===== config.mk =====
export PLATFORM = sky130hd
export DESIGN_NAME = ex_hilo
export DESIGN_NICKNAME = d
export VERILOG_FILES = /design/src/verilog/ex_pkg.sv /design/src/verilog/ex_hilo.sv
export SDC_FILE = /design/constraint.sdc
export NUM_CORES = 1
export LEC_CHECK = 0
export BUFFER_PORTS_ARGS = -buffer_cell sky130_fd_sc_hd__buf_4
export CORE_ASPECT_RATIO = 0.5
export CORE_MARGIN = 2
export CORE_UTILIZATION = 38
export DETAILED_ROUTE_END_ITERATION = 12
export PLACE_DENSITY = 0.77
export SYNTH_ARGS = -nofsm -noshare
export SYNTH_HDL_FRONTEND = slang
export SYNTH_SLANG_ARGS = --single-unit

===== constraint.sdc =====
create_clock -name clk -period 0.8 [get_ports clk]
set_input_delay 0.08 -clock clk [delete_from_list [all_inputs] [get_ports clk]]
set_output_delay 0.08 -clock clk [all_outputs]
set_load 0.01 [all_outputs]

===== src/verilog/ex_pkg.sv =====
package ex_pkg;

    // register word and hi/lo pair widths
    localparam int WORD_W     = 32;
    localparam int DWORD_W    = 64;

    // register number and shift amount
    localparam int REG_ADDR_W = 5;
    localparam int SHAMT_W    = 5;

    // executed operations, aluop encoding of the decode stage
    typedef enum logic [7:0] {
        EXE_NOP_OP   = 8'b0000_0000,
        // bitwise logic
        EXE_AND_OP   = 8'b0010_0100,
        EXE_OR_OP    = 8'b0010_0101,
        EXE_XOR_OP   = 8'b0010_0110,
        EXE_NOR_OP   = 8'b0010_0111,
        // shifts
        EXE_SLL_OP   = 8'b0111_1100,
        EXE_SRL_OP   = 8'b0000_0010,
        EXE_SRA_OP   = 8'b0000_0011,
        // add / sub, with and without trap on overflow
        EXE_ADD_OP   = 8'b0010_0000,
        EXE_ADDU_OP  = 8'b0010_0001,
        EXE_SUB_OP   = 8'b0010_0010,
        EXE_SUBU_OP  = 8'b0010_0011,
        // set on less than
        EXE_SLT_OP   = 8'b0010_1010,
        EXE_SLTU_OP  = 8'b0010_1011,
        // conditional moves and hi/lo access
        EXE_MOVZ_OP  = 8'b0000_1010,
        EXE_MOVN_OP  = 8'b0000_1011,
        EXE_MFHI_OP  = 8'b0001_0000,
        EXE_MTHI_OP  = 8'b0001_0001,
        EXE_MFLO_OP  = 8'b0001_0010,
        EXE_MTLO_OP  = 8'b0001_0011,
        // multiplies
        EXE_MULT_OP  = 8'b0001_1000,
        EXE_MULTU_OP = 8'b0001_1001,
        EXE_MUL_OP   = 8'b1010_1001
    } alu_op_e;

    // result classes picked by the output mux
    typedef enum logic [2:0] {
        EXE_RES_NONE  = 3'b000,
        EXE_RES_LOGIC = 3'b001,
        EXE_RES_SHIFT = 3'b010,
        EXE_RES_MOVE  = 3'b011,
        EXE_RES_ARITH = 3'b100,
        EXE_RES_MUL   = 3'b101
    } alu_sel_e;

endpackage


===== src/verilog/ex_hilo.sv =====
module ex_hilo (
    input  logic                          clk,
    input  logic                          rst_n_i,
    input  logic                          valid_i,
    input  ex_pkg::alu_op_e               aluop_i,
    input  logic [ex_pkg::WORD_W-1:0]     reg1_i,
    input  logic [ex_pkg::DWORD_W-1:0]    prod_s_i,
    input  logic [ex_pkg::DWORD_W-1:0]    prod_u_i,
    output logic [ex_pkg::WORD_W-1:0]     hi_o,
    output logic [ex_pkg::WORD_W-1:0]     lo_o
);

    import ex_pkg::*;

    logic [WORD_W-1:0] hi_q;
    logic [WORD_W-1:0] lo_q;

    // written at the issuing edge
    // so an MFHI/MFLO in the next cycle sees the new pair
    always_ff @(posedge clk or negedge rst_n_i)
    begin
        if (!rst_n_i)
        begin
            hi_q <= '0;
            lo_q <= '0;
        end
        else if (valid_i)
        begin
            case (aluop_i)
                // one half only, other half kept
                EXE_MTHI_OP:
                begin
                    hi_q <= reg1_i;
                end
                EXE_MTLO_OP:
                begin
                    lo_q <= reg1_i;
                end
                // full product into both halves
                EXE_MULT_OP:
                begin
                    hi_q <= prod_s_i[DWORD_W-1:WORD_W];
                    lo_q <= prod_s_i[WORD_W-1:0];
                end
                EXE_MULTU_OP:
                begin
                    hi_q <= prod_u_i[DWORD_W-1:WORD_W];
                    lo_q <= prod_u_i[WORD_W-1:0];
                end
                default:
                begin
                    hi_q <= hi_q;
                    lo_q <= lo_q;
                end
            endcase
        end
    end

    // current pair for MFHI/MFLO
    assign hi_o = hi_q;
    assign lo_o = lo_q;

endmodule


==> impl_metrics.ini, run 1 <==
[timing]
fmax_mhz = 793
post_layout_worst_setup_margin_ps = -461
min_period_over_period_pct = 158
final_period_minus_worst_setup_slack_ps = 1260
report.final.setup_viol = 128
report.final.slew_viol_count = 0
worst_hold_slack_across_all_endpoints_ps = 71.7
worst_slew_margin_rel_pct = 64.5
tightest_slew_ps = 529
finalHoldViolations = 0
grt_setup_unrepaired = true
fin_skew_ps = 0
totalNegativeSetupSlack_ps = -30670

[layout]
nNetsFinal = 857
final.fill_count = 584
area_growth_syn_to_layout_pct = 99.8
diodes = 0
final_layout_size_suffix_gt1_share_pct = 59.6
fin_area_um2 = 7120

[synthesis]
seq_area_frac_synth_pct = 44.9
ys_types = 16
postSynthAreaPerCell_um2 = 8.96
synth_top_cell_area_share_pct = 44.9
synth.yosys.warnings = 0
synthesis.nets = 569
yosys.area.top_type = sky130_fd_sc_hd__dfrtp_1
post_synth_instance_area_um2 = 3570
synth_area_leaders = sky130_fd_sc_hd__dfrtp_1, sky130_fd_sc_hd__a211oi_1, sky130_fd_sc_hd__o31ai_1
netlist_instances = 398
synth.ff_latch_count = 64

[placed_design]
gpl.final_weighted_congestion = 0.934
dpl_cell_area_um2 = 5710
detailedPlacementHpwl_um = 9590
numPortBuffers = 234

[global_routing]
groute.layer.met2.usage_pct = 46.1
grt.met1_usage_pct = 30.0
grt_util_met3_pct = 6.27
global_route.overflow_total = 0
grt_usage_pct = 25.3
grt_antenna_before_repair = 0
grt_most_used_layer = met2
grt_pass1_vias = 4191
grt_first_pass_wirelength_um = 20400
maximum_number_of_pins_on_one_net_before_global_route_repair = 61

[setup_path]
crit_arrival_ps = 1450
setup.worst_path.start_class = input pin
cpMostUsedCell = sky130_fd_sc_hd__buf_6
slowest_delay_ps = 490
worst_flop_to_flop_path_startpoint = lo_o[5]
cp-startpoint = aluop_i[7]
worst-setup-path-type = in2reg
worst_path_max_delay_cell = sky130_fd_sc_hd__a211oi_1
critPathTopFamily = compound AO/OA/AOI/OAI gates
worstPathMaxFanout = 26
worst-path-buf-inv = 2
crit_path_cell_trace = buf_6, nor4b_4, nand2_2, buf_6, a211oi_1, o31ai_2
worst_setup_end_kind = flip-flop
required_ps = 990

[power_and_ir_drop]
worst_supply_voltage_drop_on_vdd_mv = 1.22
pwr_density_cell_nw_per_um2 = 1550
leakage_nw = 3.32

[clock_tree]
clockRootBuffer = sky130_fd_sc_hd__clkbuf_16
clock_tree_from_tritoncts = built
clk_path_buf_depth = 2
cts_inserted_buffers = 9
clk_pin_slew_worst_paths_ps = 50
clk_latency_ps = 320
cts.htree.levels = 3
tritoncts_num_sinks = 64

[detailed_routing]
wl_per_cell_um = 18.6
ant_nets = 0
avgViaCountPerCell = 5.36
routed_wirelength_um = 15000
drt_pass1_iterations = 4
initialDrtViolationCount = 265
via_count = 4327
drc = 0

[run]
cap_viol_max_count = 0

[worst_hold_path]
worst_hold_path_type = in2reg
min_from = reg1_i[19]

[floorplan]
fp.coreArea_um2 = 8920
placement_rows = 24
die-area_um2 = 10200
dieHeight_um = 72.5
start_util_pct = 40.0
pin_count = 235
die_width_um = 141

[outcome]
run_status = finished, violations left
violated_checks = setup timing
[metal layers]
metal,share of wire (%),wire [um]
met1,39,5930
met2,52,7880
met4,2.8,415
met5,0,0
met3,5.5,822
[registers in the layout, summed over array words and instances, names as in the netlist]
name,cells
hi_o,32
lo_o,32
[area by class of cell]
class	count	area, um^2	share of cell area [%]
sequential	64	1600	22.5
inverter	1	3.75	0.0527
timing repair buffer	313	2800	39.3
multi-input combinational	297	2250	31.6
tap	117	146	2.06
clock inverter	2	35.0	0.492
clock buffer	14	284	3.99
[synth_stat cells]
| cell type | n |
|---|---|
| sky130_fd_sc_hd__o211ai_2 | 1 |
| sky130_fd_sc_hd__o31ai_1 | 64 |
| sky130_fd_sc_hd__nor2b_1 | 66 |
| sky130_fd_sc_hd__nor3b_1 | 1 |
| sky130_fd_sc_hd__a211oi_1 | 64 |
| sky130_fd_sc_hd__o2111ai_2 | 1 |
| sky130_fd_sc_hd__dfrtp_1 | 64 |
| sky130_fd_sc_hd__buf_4 | 2 |
| sky130_fd_sc_hd__nor2_1 | 32 |
| sky130_fd_sc_hd__clkbuf_1 | 29 |
| sky130_fd_sc_hd__nand2_1 | 65 |
| sky130_fd_sc_hd__and2_0 | 1 |
| sky130_fd_sc_hd__and3b_1 | 1 |
| sky130_fd_sc_hd__nor4b_4 | 1 |
| sky130_fd_sc_hd__inv_1 | 1 |
| sky130_fd_sc_hd__buf_2 | 5 |
[worst register-to-register path, cell delays in order, from the launching register on]
cell and delay (ps):
sky130_fd_sc_hd__dfrtp_1 390, sky130_fd_sc_hd__buf_4 140, sky130_fd_sc_hd__buf_4 120, sky130_fd_sc_hd__nand2_1 60, sky130_fd_sc_hd__o31ai_2 60
[through the flow]
stage	cells	power, W	util [%]	worst slack [ps]
floorplan	398	0.00462	-	-459
global placement	751	0.00610	64.0	-755
detailed placement	751	0.00616	64.0	-833
CTS	788	0.0108	74.9	-344
global route	808	0.0115	79.9	-543
finish	808	0.0111	79.9	-461
[worst paths after layout]
path / endpoint / slack [ps] / cells after the start
min in group asynchronous: lo_o[22] / 150 / 2
worst max register to register: lo_o[5] / -90 / 4
worst max-delay path: hi_o[7] / -460 / 6
max in group asynchronous: lo_o[9] / 270 / 3
worst min-delay path: hi_o[19] / 70 / 3
worst min register to register: hi_o[30] / 500 / 2
[what timing repair did]
action | 4_1_cts | 5_1_grt
gates resized for setup | 120 | 45
endpoints found under the hold margin | 64 | 0
endpoints found under the setup margin | 128 | 128
hold buffers | 1 | 0
cloned | 1 | 4
pin swaps | 9 | 4
buffers inserted | 19 | 16
[cell families (layout without fill, tap and decap cells)]
family	count (synthesis)	count (layout)	share of synthesized area [%]
DFF	64	64	44.9
AOI/OAI and AO/OA	130	130	27.7
and+or+nand+nor	167	167	23.1
buffers and inverters	37	330	4.28
[placed cells by master (no fill, tap or decap)]
master	n
sky130_fd_sc_hd__o31ai_2	42
sky130_fd_sc_hd__buf_8	1
sky130_fd_sc_hd__o31ai_4	5
sky130_fd_sc_hd__bufinv_16	1
sky130_fd_sc_hd__clkbuf_16	12
sky130_fd_sc_hd__nand2_2	7
sky130_fd_sc_hd__dlygate4sd3_1	1
sky130_fd_sc_hd__o31ai_1	17
sky130_fd_sc_hd__clkinv_2	1
sky130_fd_sc_hd__nor2_2	6
sky130_fd_sc_hd__nor2b_1	66
sky130_fd_sc_hd__nor3b_1	1
sky130_fd_sc_hd__buf_2	1
sky130_fd_sc_hd__nor4b_4	1
sky130_fd_sc_hd__buf_4	226
sky130_fd_sc_hd__buf_12	10
sky130_fd_sc_hd__inv_1	1
sky130_fd_sc_hd__clkbuf_8	4
sky130_fd_sc_hd__dfrtp_1	64
sky130_fd_sc_hd__o2111ai_4	1
sky130_fd_sc_hd__nand2_1	58
sky130_fd_sc_hd__clkbuf_1	1
sky130_fd_sc_hd__buf_6	71
sky130_fd_sc_hd__o211ai_4	1
sky130_fd_sc_hd__and2_4	1
sky130_fd_sc_hd__a211oi_1	43
sky130_fd_sc_hd__nor2_1	26
sky130_fd_sc_hd__a211oi_2	21
sky130_fd_sc_hd__and3b_1	1
[power by group]
part	switching, W	leakage, nW	internal, W
clock network	0.00135	0.159	0.00275
registers	0.000289	0.864	0.00360
logic	0.00120	2.29	0.00187
Note: power is estimated with default switching activity, not from simulation.
==> inputs of run 2 (changes only) <==
--- a/config.mk
+++ b/config.mk
@@ -10,6 +10,7 @@
 export CORE_MARGIN = 2
 export CORE_UTILIZATION = 38
 export DETAILED_ROUTE_END_ITERATION = 12
+export MAX_ROUTING_LAYER = met4
 export PLACE_DENSITY = 0.77
 export SYNTH_ARGS = -nofsm -noshare
 export SYNTH_HDL_FRONTEND = slang
==> impl_metrics.ini, run 2 (same netlist as run 1, synthesis figures left out) <==
[outcome]
run_status = finished, violations left
violated_checks = setup timing

[setup_path]
crit_arrival_ps = 1450
setup.worst_path.start_class = input pin
required_ps = 1010
r2r-end = lo_o[5]
worst-setup-path-type = in2reg
r2r_setup_slack_ps = -90
crit_path_cell_trace = buf_6, nor4b_4, buf_4, o2111ai_4, buf_12, buf_12, o31ai_1
worst_path_max_delay_cell = sky130_fd_sc_hd__nor4b_4
worst_setup_end_kind = flip-flop
slowest_delay_ps = 330
worst_r2r_path_depth = 4
worstPathMaxFanout = 11
worst_flop_to_flop_path_startpoint = lo_o[5]
cpMostUsedCell = sky130_fd_sc_hd__buf_12

[power_and_ir_drop]
swShare_pct = 25.6
p_clk_share_pct = 37.0
sequentialPowerShare_pct = 35.2
pwr_density_cell_nw_per_um2 = 1550
comb_power_share_pct = 27.8
worst_supply_voltage_drop_on_vdd_mv = 1.23
leakage_nw = 3.32
switch_pwr_w = 0.00284
p_int_w = 0.00822

[timing]
fmax_mhz = 804
report.final.setup_viol = 128
worst_slew_margin_rel_pct = 66.0
tightest_slew_ps = 507
fin_skew_ps = 0
post_layout_worst_setup_margin_ps = -444
grt_setup_unrepaired = true
final_period_minus_worst_setup_slack_ps = 1240
min_period_over_period_pct = 155
finalHoldViolations = 0
report.final.slew_viol_count = 0

[floorplan]
fp.coreArea_um2 = 8920
dieHeight_um = 72.5
placement_rows = 24
pin_count = 235
die_width_um = 141
start_util_pct = 40.0
die-area_um2 = 10200

[detailed_routing]
drc = 0
via_count = 4341
wl_per_cell_um = 18.5
avgViaCountPerCell = 5.37
initialDrtViolationCount = 257
drt_pass1_iterations = 4
ant_nets = 0
routed_wirelength_um = 15000

[clock_tree]
clockRootBuffer = sky130_fd_sc_hd__clkbuf_16
clk_latency_ps = 320
cts.htree.levels = 3
clock_tree_from_tritoncts = built
clk_pin_slew_worst_paths_ps = 50
tritoncts_num_sinks = 64
cts_inserted_buffers = 9
clk_path_buf_depth = 2

[worst_hold_path]
worst_hold_path.num_cells = 3
holdPathEnd = hi_o[19]
min_from = reg1_i[19]
worst_hold_path_type = in2reg

[layout]
seqCellArea_um2 = 1600
final_cell_count_without_fillers = 808
final_layout_size_suffix_gt1_share_pct = 59.6
final.fill_count = 584
area_growth_syn_to_layout_pct = 99.8
mostFrequentLayoutCells = sky130_fd_sc_hd__buf_4, sky130_fd_sc_hd__buf_6, sky130_fd_sc_hd__nor2b_1
multi_input_comb_area_um2 = 2250
diodes = 0
finalCoreUtilization_pct = 79.9
final_common_cell = sky130_fd_sc_hd__buf_4
nNetsFinal = 857

[global_routing]
grt_first_pass_wirelength_um = 20400
grt_usage_pct = 26.1
grt_pass1_vias = 4196
grt_antenna_before_repair = 0
global_route.overflow_total = 0
maximum_number_of_pins_on_one_net_before_global_route_repair = 61

[placed_design]
detailedPlacementHpwl_um = 9590
gpl.final_weighted_congestion = 0.950
placed_cells = 751
numPortBuffers = 234

[run]
cap_viol_max_count = 0
run 2: cell counts in the layout (fill, tap and decap cells not counted):
Identical to the previous run, type by type.
run 2: through the flow:
| step | worst slack (ps) | hold WS, ps | TNS [ps] | total power (W) | cell area (um^2) |
|---|---|---|---|---|---|
| after floorplan | -459 | -216 | -28760 | 0.00462 | 3630 |
| after global placement | -755 | -61.4 | -44940 | 0.00610 | 5710 |
| after detailed placement | -833 | -59.4 | -47590 | 0.00616 | 5710 |
| after CTS | -344 | 87.2 | -27300 | 0.0108 | 6680 |
| after global routing | -543 | 87.2 | -37520 | 0.0115 | 7120 |
| final | -444 | 70.2 | -30270 | 0.0111 | 7120 |
run 2: worst max path at each step:
stage,from,end,slack [ps]
3_5_place_dp,aluop_i[6],lo_o[23],-830
2_1_floorplan,aluop_i[6],lo_o[19],-460
5_1_grt,aluop_i[7],hi_o[7],-540
4_1_cts,aluop_i[5],hi_o[8],-340
3_3_place_gp,aluop_i[6],lo_o[10],-750
6_report,aluop_i[7],hi_o[4],-440
run 2: what timing repair did:
action,CTS,global route
hold buffers,1,0
endpoints found under the hold margin,64,0
gates resized for setup,120,45
endpoints found under the setup margin,128,128
pin swaps,9,4
buffers inserted,19,16
gates cloned,1,4
run 2: power groups by stage:
stage | logic [W] | registers (W) | clock network (W)
detailed placement | 0.00230 | 0.00385 | 0
global route | 0.00328 | 0.00392 | 0.00428
finish | 0.00307 | 0.00389 | 0.00410
global placement | 0.00225 | 0.00385 | 0
floorplan | 0.000608 | 0.00401 | 0
CTS | 0.00278 | 0.00387 | 0.00411
run 2: layout make-up:
| class | instances | share of cell area, % |
|---|---|---|
| timing repair buffer | 313 | 39.3 |
| sequential | 64 | 22.5 |
| inverter | 1 | 0.0527 |
| clock buffer | 14 | 3.99 |
| clock inverter | 2 | 0.492 |
| multi-input combinational | 297 | 31.6 |
| tap | 117 | 2.06 |
run 2: routing by layer:
layer  vias up  share of wire (%)  routed length, um  GRT usage, %
met5         -                  0                  0             -
met4         0                2.3                351          7.89
met3        33                5.1                763          5.74
met2       171                 53               8000          46.1
met1      2119                 39               5860          30.4
li1       2018                  -                  -             -
run 2: critical path: cells and delay by family:
kind / cells / cell delay (ps)
buffers and inverters: 4 / 630
AOI/OAI and AO/OA: 2 / 410
and+or+nand+nor: 1 / 330
==> inputs of run 3 (changes only) <==
--- a/config.mk
+++ b/config.mk
@@ -8,10 +8,10 @@
 export BUFFER_PORTS_ARGS = -buffer_cell sky130_fd_sc_hd__buf_4
 export CORE_ASPECT_RATIO = 0.5
 export CORE_MARGIN = 2
-export CORE_UTILIZATION = 38
+export CORE_UTILIZATION = 46
 export DETAILED_ROUTE_END_ITERATION = 12
 export MAX_ROUTING_LAYER = met4
-export PLACE_DENSITY = 0.77
+export PLACE_DENSITY = 0.88
 export SYNTH_ARGS = -nofsm -noshare
 export SYNTH_HDL_FRONTEND = slang
 export SYNTH_SLANG_ARGS = --single-unit
==> constraint.sdc (replaced) <==
create_clock -name clk -period 1.55 [get_ports clk]
set_input_delay 0.155 -clock clk [delete_from_list [all_inputs] [get_ports clk]]
set_output_delay 0.155 -clock clk [all_outputs]
set_load 0.01 [all_outputs]
==> impl_metrics.ini, run 3 (same netlist as run 1, synthesis figures left out) <==
[outcome]
run_status = completed

[timing]
fin_skew_ps = 0
finalHoldViolations = 0
report.final.setup_viol = 0
totalNegativeSetupSlack_ps = 0
worst_slew_margin_rel_pct = 78.8
final_period_minus_worst_setup_slack_ps = 1280
tightest_slew_ps = 317
report.final.slew_viol_count = 0
min_period_over_period_pct = 82.9
fmax_mhz = 779
grt_setup_unrepaired = false

[global_routing]
grt_first_pass_wirelength_um = 18100
global_route.overflow_total = 0
grt_usage_pct = 28.6
grt_antenna_before_repair = 0
maximum_number_of_pins_on_one_net_before_global_route_repair = 83
grt_pass1_vias = 3695

[clock_tree]
clk_pin_slew_worst_paths_ps = 50
cts_inserted_buffers = 9
tritoncts_num_sinks = 64
cts.htree.levels = 3
clock_tree_from_tritoncts = built
clockRootBuffer = sky130_fd_sc_hd__clkbuf_16
clk_latency_ps = 320
clk_path_buf_depth = 2

[layout]
nNetsFinal = 797
seqCellArea_um2 = 1600
mostFrequentLayoutCells = sky130_fd_sc_hd__buf_4, sky130_fd_sc_hd__nor2b_1
area_growth_syn_to_layout_pct = 63.1
multi_input_comb_area_um2 = 1830
final_cell_count_without_fillers = 726
fin_area_um2 = 5820
final_common_cell = sky130_fd_sc_hd__buf_4
final.fill_count = 538
diodes = 0
final_layout_size_suffix_gt1_share_pct = 42.4
finalCoreUtilization_pct = 78.3

[setup_path]
cpMostUsedCell = sky130_fd_sc_hd__buf_4
worst_path_max_delay_cell = sky130_fd_sc_hd__nor4b_4
required_ps = 1750
worst_setup_end_kind = flip-flop
setup.worst_path.start_class = input pin
worstPathMaxFanout = 21
slowest_delay_ps = 330
cp-startpoint = aluop_i[5]
crit_path_cell_trace = buf_4, nor4b_4, nand2_2, buf_4, a211oi_1, buf_4, o31ai_1
worst_flop_to_flop_path_startpoint = hi_o[20]
worst-setup-path-type = in2reg
crit_arrival_ps = 1480

[floorplan]
die_width_um = 129
start_util_pct = 48.0
pin_count = 235
dieHeight_um = 66.3
fp.coreArea_um2 = 7430
die-area_um2 = 8520
placement_rows = 22

[power_and_ir_drop]
power_w = 0.00495
worst_supply_voltage_drop_on_vdd_mv = 0.633
p_clk_share_pct = 36.8
pwr_density_cell_nw_per_um2 = 851
switch_pwr_w = 0.00126
swShare_pct = 25.5
leakage_nw = 2.76
comb_power_share_pct = 23.5
p_int_w = 0.00369
sequentialPowerShare_pct = 39.7

[worst_hold_path]
worst_hold_path_type = in2reg
min_from = prod_u_i[25]

[detailed_routing]
wl_met1_um = 4730
route.top_layer_used = met4
avgViaCountPerCell = 5.37
drc = 0
initialDrtViolationCount = 269
ant_nets = 0
wl_met3_um = 715
drt_pass1_iterations = 4
met2_length_um = 6280
via_count = 3898
wl_per_cell_um = 16.4
routed_wirelength_um = 11900

[placed_design]
detailedPlacementHpwl_um = 9060
gpl.final_weighted_congestion = 0.903
numPortBuffers = 234
dpl_cell_area_um2 = 5540
placed_cells = 710

[run]
cap_viol_max_count = 0
## run 3: per-stage QoR
step	hold slack, ps	setup WS (ps)
floorplan	-141	167
global placement	32.7	19.9
detailed placement	32.7	-50.9
CTS	172	272
global route	180	207
finish	175	266
## run 3: cell type report
cell class / count / share of cell area [%]
timing repair buffer: 253 / 34.2
multi-input combinational: 297 / 31.5
sequential: 64 / 27.5
clock buffer: 15 / 4.60
tap: 96 / 2.06
inverter: 1 / 0.0645
## run 3: final timing paths
kind	to	slack (ps)	cells after the start
worst max-delay path	hi_o[12]	270	7
worst min-delay path	lo_o[25]	170	3
worst max register to register	hi_o[20]	890	2
worst min register to register	lo_o[25]	480	2
max in group asynchronous	hi_o[13]	780	3
min in group asynchronous	lo_o[29]	250	2
## run 3: worst max-delay path: cells and delay by family
| family | cells | cell delay (ps) |
|---|---|---|
| compound gates | 2 | 370 |
| simple gates | 2 | 430 |
| buf+inv | 3 | 520 |
## run 3: metal layers
layer / up-vias / GRT usage (%)
li1: 1898 / -
met1: 1840 / 33.4
met2: 144 / 51.1
met3: 16 / 6.39
met4: 0 / 7.61
met5: - / -
## run 3: power groups by stage
| stage | Combinational (W) | Clock (W) | Sequential (W) |
|---|---|---|---|
| 2_1_floorplan | 0.000310 | 0 | 0.00207 |
| 3_3_place_gp | 0.00114 | 0 | 0.00198 |
| 3_5_place_dp | 0.00117 | 0 | 0.00199 |
| 4_1_cts | 0.00117 | 0.00185 | 0.00196 |
| 5_1_grt | 0.00126 | 0.00192 | 0.00199 |
| 6_report | 0.00116 | 0.00182 | 0.00196 |
## run 3: repair_timing
action,CTS,global route
hold endpoints to repair,16,0
setup buffers,0,0
hold buffers,1,0
gates resized for setup,0,0
